--- src/hdl/rv_core_pkg.sv ---
package rv_core_pkg;

    ////////////////////////////////////////////////////////////
    // Widths and constants
    ////////////////////////////////////////////////////////////

    // Data and address width
    localparam int xlen       = 32;
    localparam int reg_addr_w = 5;
    localparam int num_regs   = 32;

    // Fetch steps one word at a time
    localparam logic [xlen-1:0] instr_step = 32'd4;
    localparam logic [xlen-1:0] reset_pc   = 32'h0000_0000;

    // ADDI x0, x0, 0
    localparam logic [xlen-1:0] nop_instr  = 32'h0000_0013;

    ////////////////////////////////////////////////////////////
    // Basic types
    ////////////////////////////////////////////////////////////

    typedef logic [xlen-1:0]       word_t;
    typedef logic [reg_addr_w-1:0] reg_idx_t;

    // Major opcodes still recognized by the decoder
    typedef enum logic [6:0] {
        op     = 7'b0110011,
        op_imm = 7'b0010011,
        lui    = 7'b0110111,
        branch = 7'b1100011,
        jal    = 7'b1101111
    } opcode_e;

    ////////////////////////////////////////////////////////////
    // Control encodings
    ////////////////////////////////////////////////////////////

    typedef enum logic [3:0] {
        add    = 4'd0,
        sub    = 4'd1,
        and_op = 4'd2,
        or_op  = 4'd3,
        xor_op = 4'd4,
        slt    = 4'd5,
        sltu   = 4'd6,
        sll    = 4'd7,
        srl    = 4'd8,
        sra    = 4'd9
    } alu_func_e;

    // Jump is the unconditional case
    typedef enum logic [2:0] {
        none = 3'd0,
        beq  = 3'd1,
        bne  = 3'd2,
        blt  = 3'd3,
        bge  = 3'd4,
        bltu = 3'd5,
        bgeu = 3'd6,
        jump = 3'd7
    } br_func_e;

    // Zero feeds operand a for LUI
    typedef enum logic {
        rs1  = 1'b0,
        zero = 1'b1
    } op1_sel_e;

    typedef enum logic {
        rs2 = 1'b0,
        imm = 1'b1
    } op2_sel_e;

    // Link value for JAL
    typedef enum logic {
        alu = 1'b0,
        pc4 = 1'b1
    } wb_sel_e;

endpackage

--- src/hdl/rv_decoder.sv ---
`timescale 1ns/1ps

module rv_decoder (
    input  rv_core_pkg::word_t     instr,
    output rv_core_pkg::reg_idx_t  rs1,
    output rv_core_pkg::reg_idx_t  rs2,
    output rv_core_pkg::reg_idx_t  rd,
    output rv_core_pkg::word_t     imm,
    output rv_core_pkg::alu_func_e alu_func,
    output rv_core_pkg::br_func_e  br_func,
    output rv_core_pkg::op1_sel_e  op1_sel,
    output rv_core_pkg::op2_sel_e  op2_sel,
    output rv_core_pkg::wb_sel_e   wb_sel,
    output logic                   use_rs1,
    output logic                   use_rs2,
    output logic                   werf
);
    import rv_core_pkg::*;

    opcode_e     opcode;
    logic [2:0]  funct3;
    logic        alt;
    word_t       imm_i;
    word_t       imm_u;
    word_t       imm_b;
    word_t       imm_j;

    // funct3 picks the operation, bit 30 picks SUB and SRA
    function automatic alu_func_e alu_from_funct3(input logic [2:0] f3,
                                                  input logic sub_ok,
                                                  input logic f7_alt);
        case (f3)
            3'b000:  return (sub_ok && f7_alt) ? sub : add;
            3'b001:  return sll;
            3'b010:  return slt;
            3'b011:  return sltu;
            3'b100:  return xor_op;
            3'b101:  return f7_alt ? sra : srl;
            3'b110:  return or_op;
            default: return and_op;
        endcase
    endfunction

    assign opcode = opcode_e'(instr[6:0]);
    assign funct3 = instr[14:12];
    assign alt    = instr[30];

    // Immediate formats
    assign imm_i = {{20{instr[31]}}, instr[31:20]};
    assign imm_u = {instr[31:12], 12'b0};
    assign imm_b = {{19{instr[31]}}, instr[31], instr[7], instr[30:25], instr[11:8], 1'b0};
    assign imm_j = {{11{instr[31]}}, instr[31], instr[19:12], instr[20], instr[30:21], 1'b0};

    assign rs1 = instr[19:15];
    assign rs2 = instr[24:20];
    assign rd  = instr[11:7];

    always_comb begin
        imm      = '0;
        alu_func = add;
        br_func  = none;
        op1_sel  = rv_core_pkg::rs1;
        op2_sel  = rv_core_pkg::rs2;
        wb_sel   = alu;
        use_rs1  = 1'b0;
        use_rs2  = 1'b0;
        werf     = 1'b0;
        case (opcode)
            op: begin
                alu_func = alu_from_funct3(funct3, 1'b1, alt);
                use_rs1  = 1'b1;
                use_rs2  = 1'b1;
                werf     = 1'b1;
            end
            op_imm: begin
                alu_func = alu_from_funct3(funct3, 1'b0, alt);
                imm      = imm_i;
                op2_sel  = rv_core_pkg::imm;
                use_rs1  = 1'b1;
                werf     = 1'b1;
            end
            lui: begin
                imm     = imm_u;
                op1_sel = zero;
                op2_sel = rv_core_pkg::imm;
                werf    = 1'b1;
            end
            branch: begin
                imm     = imm_b;
                use_rs1 = 1'b1;
                use_rs2 = 1'b1;
                case (funct3)
                    3'b000:  br_func = beq;
                    3'b001:  br_func = bne;
                    3'b100:  br_func = blt;
                    3'b101:  br_func = bge;
                    3'b110:  br_func = bltu;
                    3'b111:  br_func = bgeu;
                    default: br_func = none;
                endcase
            end
            jal: begin
                imm     = imm_j;
                br_func = jump;
                wb_sel  = pc4;
                werf    = 1'b1;
            end
            // Everything else retires as a no-op
            default: ;
        endcase
        // x0 is never a real destination
        if (rd == '0) begin
            werf = 1'b0;
        end
    end

endmodule

--- src/hdl/rv_regfile.sv ---
`timescale 1ns/1ps

module rv_regfile (
    input  logic                  clk_in,
    input  logic                  rst_in,
    input  rv_core_pkg::reg_idx_t ra,
    input  rv_core_pkg::reg_idx_t rb,
    output rv_core_pkg::word_t    rd1,
    output rv_core_pkg::word_t    rd2,
    input  rv_core_pkg::reg_idx_t wa,
    input  rv_core_pkg::word_t    wd,
    input  logic                  we
);
    import rv_core_pkg::*;

    word_t regs [num_regs];

    // Entry zero is never written after reset
    always_ff @(posedge clk_in) begin
        if (rst_in) begin
            for (int i = 0; i < num_regs; i++) begin
                regs[i] <= '0;
            end
        end else if (we && wa != '0) begin
            regs[wa] <= wd;
        end
    end

    // Asynchronous read ports
    assign rd1 = regs[ra];
    assign rd2 = regs[rb];

    a_x0_reads_zero: assert property (@(posedge clk_in) disable iff (rst_in)
        (ra == '0 |-> rd1 == '0) and (rb == '0 |-> rd2 == '0))
        else $error("read of x0 returned a nonzero value");

endmodule

--- src/hdl/rv_alu.sv ---
`timescale 1ns/1ps

module rv_alu (
    input  rv_core_pkg::alu_func_e alu_func,
    input  rv_core_pkg::br_func_e  br_func,
    input  rv_core_pkg::word_t     a,
    input  rv_core_pkg::word_t     b,
    output rv_core_pkg::word_t     result,
    output logic                   br_taken
);
    import rv_core_pkg::*;

    logic [$clog2(xlen)-1:0] shamt;
    logic                    eq;
    logic                    lt_s;
    logic                    lt_u;

    // Shift amount is the low bits of b only
    assign shamt = b[$clog2(xlen)-1:0];

    // Shared comparisons for SLT and the branches
    assign eq   = (a == b);
    assign lt_s = ($signed(a) < $signed(b));
    assign lt_u = (a < b);

    always_comb begin
        case (alu_func)
            add:     result = a + b;
            sub:     result = a - b;
            and_op:  result = a & b;
            or_op:   result = a | b;
            xor_op:  result = a ^ b;
            slt:     result = {{(xlen-1){1'b0}}, lt_s};
            sltu:    result = {{(xlen-1){1'b0}}, lt_u};
            sll:     result = a << shamt;
            srl:     result = a >> shamt;
            sra:     result = $signed(a) >>> shamt;
            default: result = '0;
        endcase
    end

    always_comb begin
        case (br_func)
            beq:     br_taken = eq;
            bne:     br_taken = !eq;
            blt:     br_taken = lt_s;
            bge:     br_taken = !lt_s;
            bltu:    br_taken = lt_u;
            bgeu:    br_taken = !lt_u;
            jump:    br_taken = 1'b1;
            default: br_taken = 1'b0;
        endcase
    end

endmodule

--- src/hdl/rv_forward_unit.sv ---
`timescale 1ns/1ps

module rv_forward_unit (
    input  rv_core_pkg::reg_idx_t rs1,
    input  rv_core_pkg::reg_idx_t rs2,
    input  logic                  use_rs1,
    input  logic                  use_rs2,
    input  rv_core_pkg::word_t    rf_rd1,
    input  rv_core_pkg::word_t    rf_rd2,
    input  rv_core_pkg::reg_idx_t ex_rd,
    input  logic                  ex_werf,
    input  rv_core_pkg::word_t    ex_value,
    input  rv_core_pkg::reg_idx_t wb_rd,
    input  logic                  wb_werf,
    input  rv_core_pkg::word_t    wb_value,
    output rv_core_pkg::word_t    rs1_value,
    output rv_core_pkg::word_t    rs2_value
);
    import rv_core_pkg::*;

    logic hit1_ex, hit1_wb;
    logic hit2_ex, hit2_wb;

    // Youngest producer wins
    function automatic word_t pick(input logic ex_hit, input logic wb_hit,
                                   input word_t rf_value);
        if (ex_hit) return ex_value;
        if (wb_hit) return wb_value;
        return rf_value;
    endfunction

    assign hit1_ex = use_rs1 && rs1 != '0 && ex_werf && ex_rd == rs1;
    assign hit1_wb = use_rs1 && rs1 != '0 && wb_werf && wb_rd == rs1;
    assign hit2_ex = use_rs2 && rs2 != '0 && ex_werf && ex_rd == rs2;
    assign hit2_wb = use_rs2 && rs2 != '0 && wb_werf && wb_rd == rs2;

    assign rs1_value = pick(hit1_ex, hit1_wb, rf_rd1);
    assign rs2_value = pick(hit2_ex, hit2_wb, rf_rd2);

    // An x0 source always resolves to zero
    always_comb begin
        assert final (!(use_rs1 && rs1 == '0 && rs1_value != '0) &&
                      !(use_rs2 && rs2 == '0 && rs2_value != '0))
            else $error("nonzero value selected for an x0 source");
    end

endmodule

--- src/hdl/rv_core.sv ---
`timescale 1ns/1ps

module rv_core (
    input  logic                  clk_in,
    input  logic                  rst_in,
    input  rv_core_pkg::word_t    imem_data,
    output rv_core_pkg::word_t    imem_addr,
    output logic                  wb_valid,
    output rv_core_pkg::reg_idx_t wb_rd,
    output rv_core_pkg::word_t    wb_data
);
    import rv_core_pkg::*;

    word_t     pc;

    // Decode stage
    word_t     id_pc;
    word_t     id_instr;
    reg_idx_t  id_rs1, id_rs2, id_rd;
    word_t     id_imm;
    alu_func_e id_alu_func;
    br_func_e  id_br_func;
    op1_sel_e  id_op1_sel;
    op2_sel_e  id_op2_sel;
    wb_sel_e   id_wb_sel;
    logic      id_use_rs1, id_use_rs2;
    logic      id_werf;
    word_t     id_rf_rd1, id_rf_rd2;
    word_t     id_rs1_value, id_rs2_value;
    word_t     id_operand_a, id_operand_b;

    // Execute stage
    word_t     ex_pc;
    word_t     ex_br_target;
    reg_idx_t  ex_rd;
    word_t     ex_a, ex_b;
    alu_func_e ex_alu_func;
    br_func_e  ex_br_func;
    wb_sel_e   ex_wb_sel;
    logic      ex_werf;
    word_t     ex_alu_result;
    logic      ex_br_taken;
    word_t     ex_value;

    logic      annul;

    ////////////////////////////////////////////////////////////
    // Fetch
    ////////////////////////////////////////////////////////////

    // A taken branch or jump sitting in execute squashes fetch and decode
    assign annul     = ex_br_taken;
    assign imem_addr = pc;

    always_ff @(posedge clk_in) begin
        if (rst_in) begin
            pc <= reset_pc;
        end else if (annul) begin
            pc <= ex_br_target;
        end else begin
            pc <= pc + instr_step;
        end
    end

    ////////////////////////////////////////////////////////////
    // Decode
    ////////////////////////////////////////////////////////////

    always_ff @(posedge clk_in) begin
        if (rst_in || annul) begin
            id_instr <= nop_instr;
        end else begin
            id_instr <= imem_data;
        end
        id_pc <= pc;
    end

    rv_decoder u_decoder (
        .instr(id_instr), .rs1(id_rs1), .rs2(id_rs2), .rd(id_rd), .imm(id_imm),
        .alu_func(id_alu_func), .br_func(id_br_func), .op1_sel(id_op1_sel),
        .op2_sel(id_op2_sel), .wb_sel(id_wb_sel), .use_rs1(id_use_rs1),
        .use_rs2(id_use_rs2), .werf(id_werf)
    );

    rv_regfile u_regfile (
        .clk_in(clk_in), .rst_in(rst_in), .ra(id_rs1), .rb(id_rs2),
        .rd1(id_rf_rd1), .rd2(id_rf_rd2), .wa(wb_rd), .wd(wb_data), .we(wb_valid)
    );

    rv_forward_unit u_forward (
        .rs1(id_rs1), .rs2(id_rs2), .use_rs1(id_use_rs1), .use_rs2(id_use_rs2),
        .rf_rd1(id_rf_rd1), .rf_rd2(id_rf_rd2),
        .ex_rd(ex_rd), .ex_werf(ex_werf), .ex_value(ex_value),
        .wb_rd(wb_rd), .wb_werf(wb_valid), .wb_value(wb_data),
        .rs1_value(id_rs1_value), .rs2_value(id_rs2_value)
    );

    assign id_operand_a = (id_op1_sel == zero) ? '0 : id_rs1_value;
    assign id_operand_b = (id_op2_sel == imm) ? id_imm : id_rs2_value;

    ////////////////////////////////////////////////////////////
    // Execute
    ////////////////////////////////////////////////////////////

    always_ff @(posedge clk_in) begin
        if (rst_in || annul) begin
            ex_werf    <= 1'b0;
            ex_br_func <= none;
        end else begin
            ex_werf    <= id_werf;
            ex_br_func <= id_br_func;
        end
        ex_pc        <= id_pc;
        ex_br_target <= id_pc + id_imm;
        ex_rd        <= id_rd;
        ex_a         <= id_operand_a;
        ex_b         <= id_operand_b;
        ex_alu_func  <= id_alu_func;
        ex_wb_sel    <= id_wb_sel;
    end

    rv_alu u_alu (
        .alu_func(ex_alu_func), .br_func(ex_br_func), .a(ex_a), .b(ex_b),
        .result(ex_alu_result), .br_taken(ex_br_taken)
    );

    // JAL links pc+4
    assign ex_value = (ex_wb_sel == pc4) ? ex_pc + instr_step : ex_alu_result;

    ////////////////////////////////////////////////////////////
    // Writeback
    ////////////////////////////////////////////////////////////

    always_ff @(posedge clk_in) begin
        if (rst_in) begin
            wb_valid <= 1'b0;
        end else begin
            wb_valid <= ex_werf;
        end
        wb_rd   <= ex_rd;
        wb_data <= ex_value;
    end

    // The bubble that follows a redirect can never redirect again
    a_no_back_to_back_annul: assert property (@(posedge clk_in) disable iff (rst_in)
        annul |=> !annul)
        else $error("annul asserted on two consecutive cycles");

endmodule

--- config.mk ---
export PLATFORM = sky130hd
export DESIGN_NAME = rv_core
export DESIGN_NICKNAME = d
export VERILOG_FILES = /design/src/hdl/rv_core_pkg.sv /design/src/hdl/rv_decoder.sv /design/src/hdl/rv_regfile.sv /design/src/hdl/rv_alu.sv /design/src/hdl/rv_forward_unit.sv /design/src/hdl/rv_core.sv
export SDC_FILE = /design/constraint.sdc
export NUM_CORES = 2
export LEC_CHECK = 0
export BUFFER_PORTS_ARGS = -buffer_cell sky130_fd_sc_hd__buf_2
export CAP_MARGIN = 25
export CORE_ASPECT_RATIO = 0.75
export CORE_MARGIN = 3
export CORE_UTILIZATION = 30
export DETAILED_ROUTE_END_ITERATION = 10
export PLACE_DENSITY = 0.51
export SLEW_MARGIN = 5
export SYNTH_ARGS = -nofsm -noshare
export SYNTH_HDL_FRONTEND = slang
export SYNTH_SLANG_ARGS = --single-unit
--- constraint.sdc ---
create_clock -name clk_in -period 10.4 [get_ports clk_in]
set_input_delay 1.56 -clock clk_in [delete_from_list [all_inputs] [get_ports clk_in]]
set_output_delay 1.56 -clock clk_in [all_outputs]
set_load 0.05 [all_outputs]
==> out/summary.json <==
{
  "die": {
    "floorplan.die.width_um": 581,
    "die_h_um": 438,
    "std_cell_rows": 157,
    "pin_count": 104,
    "die_footprint_mm2": 0.254,
    "fp.coreArea_mm2": 0.246,
    "floorplan.initialDensity": 0.303
  },
  "route": {
    "detail_route.first_pass.iterations": 6,
    "routed_vias_inst": 5.90,
    "detailroute.via_count": 53483,
    "detail-route-antenna-nets": 0,
    "drt-initial-drc-count": 8232,
    "post_drt_wl_per_cell_um": 34.7,
    "drt_drc_violations_left": 0,
    "routed_wirelength_um": 315000
  },
  "place": {
    "hpwl_um": 217000,
    "place_area_mm2": 0.0791,
    "gp_congestion": 1.00,
    "port_buffers": 103
  },
  "setup_path": {
    "cp_slowest_stage_delay_ps": 860,
    "worst-endpoint-arrival_ps": 6370,
    "critical_path.startpoint_type": "flip-flop",
    "timing.critical_path.to_type": "flip-flop",
    "start_to_end_type_of_the_worst_setup_path": "flip-flop to flip-flop",
    "critPathMaxFanout": 54,
    "crit_path_top_delay_cell": "sky130_fd_sc_hd__o31ai_1",
    "timing.critical_path.required_ps": 11020,
    "cells_along_the_critical_path": "buf_4 > inv_1 > buf_4 > ha_1 > nor3_1 > a2111oi_4 > nor2_1 > o31ai_1 > o21ai_0 > a211oi_1 > o41ai_1 > o31ai_1 > a311oi_1"
  },
  "logic_synthesis": {
    "synth-seq-cells": 1300,
    "number_of_synthesized_flops_with_an_enable_pin": 1024,
    "yosys.area_share.xor_xnor": 0.0134,
    "synth_compound_gate_area_share": 0.0752,
    "synth_top_family_by_area": "multiplexers",
    "postSynth.topFlopCell": "sky130_fd_sc_hd__edfxtp_1",
    "ys_seq_area_frac": 0.487,
    "synth-adder-area-share": 0.0230,
    "multiplexer_share_of_the_synthesized_area": 0.227,
    "number_of_distinct_library_cell_variants_in_the_gate_level_netlist_after_synthesis": 86,
    "share_of_async_settable_or_async_resettable_flops_after_synthesis": 0,
    "synth-simple-area-share": 0.140,
    "syn-instance-count": 5744,
    "syn_avg_cell_area_um2": 13.0,
    "synth.cell_area_mm2": 0.0745,
    "yosysWarningCount": 0
  },
  "cts": {
    "cts_resized": 0,
    "clock_insertion_delay_worst_skew_ps": 830,
    "tritoncts": "yes",
    "cts_max_level": 4,
    "hold_bufs_at_cts": 0,
    "clock_sinks": 1300,
    "post-cts-setup-buffers": 0,
    "cts.reportedPaths.clkPinSlew_ps": 60,
    "cts_root_buffer": "sky130_fd_sc_hd__clkbuf_16",
    "clock_buffer_count_from_cts": 147,
    "clock_tree.buffer_depth": 3
  },
  "power_and_ir_drop": {
    "p_leak_nw": 30.1,
    "power_density_mw_per_mm2": 190,
    "ir_worst_vdd_uv": 183
  },
  "global_routing": {
    "global_route.overflow_total": 0,
    "maximum_number_of_pins_on_one_net_before_global_route_repair": 97,
    "grt_use_total": 0.242,
    "wire_length_of_the_first_global_routing_pass_um": 433000,
    "initial_antenna_violation_count": 39,
    "vias_in_the_first_global_route": 50518
  },
  "sta": {
    "slew_viol_final": 0,
    "final_hold_viol_count": 0,
    "max-slew-margin-rel": 0.158,
    "timing.setup.tns_ps": 0,
    "rsz0062_at_grt": "false",
    "finalCriticalPeriod_ps": 5760,
    "fmaxAchievable_mhz": 174,
    "clock-skew-final_ps": 59.5,
    "final_min_period_over_clock_period": 0.553,
    "worstMarginPinSlew_ps": 1260,
    "setup_violations": 0
  },
  "layout": {
    "final_layout_size_suffix_gt1_frac": 0.224,
    "finish.net_count": 5849,
    "stdcell_area_mm2": 0.0840,
    "area_delta_synth_final_pct": 12.8
  },
  "run": {
    "maxCapViolCount": 0
  },
  "run_status": {
    "run_status": "finished, final reports clean"
  },
  "min_path": {
    "hp-class": "flip-flop to flip-flop"
  }
}
[worst paths after layout]
path / start / to / slack [ps] / depth (start not counted)
worst max-delay path: ex_b[3] / ex_a[30] / 4640 / 13
worst min-delay path: id_pc[2] / ex_pc[2] / 350 / 0
worst max register to register: ex_b[3] / ex_a[30] / 4640 / 13
worst min register to register: id_pc[2] / ex_pc[2] / 350 / 0
[through the flow]
stage / instances / power, mW / util / setup WS (ps) / hold slack (ps)
final: 9069 / 15.9 / 0.342 / 4640 / 353
after global routing: 9058 / 16.4 / 0.342 / 4430 / 358
after CTS: 9054 / 15.9 / 0.342 / 4930 / 351
after detailed placement: 8787 / 10.6 / 0.322 / 5000 / 353
after global placement: 8774 / 10.6 / 0.321 / 5020 / 354
after floorplan: 5775 / 8.56 / - / 6070 / 337
[cell families after synthesis]
family | count (synthesis)
compound gates | 827
xor+xnor | 114
fa+ha+maj | 135
buf+inv | 674
flops | 1300
mux | 847
other cells | 1
simple gates | 1846
[flip-flops by register name, summed over array words and instances (netlist names)]
register and count:
u_regfile.regs 1024, ex_a 32, ex_b 32, ex_br_target 32
ex_pc 32, id_instr 32, id_pc 32, imem_addr 32
wb_data 32, ex_rd 5, wb_rd 5, ex_alu_func 4
ex_br_func 3, ex_wb_sel 1, ex_werf 1, wb_valid 1
[Yosys cell counts, drive strengths merged (20+ instances only)]
master	number	area [µm²]
o21ai	147	736
a221o	24	240
nor4	22	159
ha	132	1650
mux4	671	15100
or3	20	125
xor2	54	473
nand3	80	400
inv	140	526
edfxtp	1024	30700
a21oi	180	901
a22oi	39	293
a21o	35	270
nor2	242	908
and2	1035	6470
and3	31	194
nor2b	38	238
nand2	188	706
xnor2	60	526
o22ai	34	213
o211ai	28	210
or2	46	288
a211oi	81	608
buf	125	541
dfxtp	276	5530
nand2b	20	125
a31oi	54	338
clkbuf	407	1530
nor3	58	290
a221oi	37	324
nand4	24	150
mux2i	164	1640
[power by group]
part | switching [mW] | internal, mW | total (mW)
logic | 3.14 | 1.25 | 4.39
clock network | 2.29 | 3.02 | 5.31
registers | 0.375 | 5.87 | 6.24
[worst max-delay path: cells and delay by family, from the launching register on]
kind	cells	cell delay [ps]
AO/OA/AOI/OAI	7	3090
adder cells (fa/ha/maj)	1	490
buffers and inverters	3	1330
flip-flops	1	310
AND/OR/NAND/NOR	2	300
[layer usage]
| layer | GRT usage | part of all wire |
|---|---|---|
| met5 | 0 | 0.00017 |
| met4 | 0.0676 | 0.032 |
| met3 | 0.0947 | 0.14 |
| met2 | 0.320 | 0.39 |
| met1 | 0.361 | 0.44 |
[cell type report]
| class | count | area (µm²) |
|---|---|---|
| sequential | 1300 | 36300 |
| multi-input combinational | 3801 | 36000 |
| timing repair buffer | 288 | 2190 |
| antenna | 12 | 30.0 |
| tap | 3259 | 4080 |
| fill | 23855 | 162000 |
| clock buffer | 199 | 4070 |
| inverter | 142 | 533 |
| clock inverter | 68 | 747 |
[layout by cell type (no fill, tap or decap), types with 32 or more instances in the layout]
cell and n:
sky130_fd_sc_hd__nor2b_1 36, sky130_fd_sc_hd__mux4_2 671, sky130_fd_sc_hd__and2_1 1033, sky130_fd_sc_hd__or2_2 45, sky130_fd_sc_hd__a221oi_1 37, sky130_fd_sc_hd__nand3_1 80, sky130_fd_sc_hd__o22ai_1 34, sky130_fd_sc_hd__ha_1 132
sky130_fd_sc_hd__xor2_1 54, sky130_fd_sc_hd__a21oi_1 178, sky130_fd_sc_hd__dfxtp_1 259, sky130_fd_sc_hd__a31oi_1 54, sky130_fd_sc_hd__clkbuf_16 152, sky130_fd_sc_hd__xnor2_1 60, sky130_fd_sc_hd__clkbuf_1 38, sky130_fd_sc_hd__nand2_1 188
sky130_fd_sc_hd__edfxtp_1 1024, sky130_fd_sc_hd__nor2_4 32, sky130_fd_sc_hd__a22oi_1 39, sky130_fd_sc_hd__inv_1 140, sky130_fd_sc_hd__a21o_1 34, sky130_fd_sc_hd__nor2_1 208, sky130_fd_sc_hd__o21ai_0 146, sky130_fd_sc_hd__buf_2 102
sky130_fd_sc_hd__nor3_1 56, sky130_fd_sc_hd__a211oi_1 80, sky130_fd_sc_hd__buf_4 166, sky130_fd_sc_hd__conb_1 32, sky130_fd_sc_hd__mux2i_1 164
No activity file was read; power rests on OpenSTA's default activity.
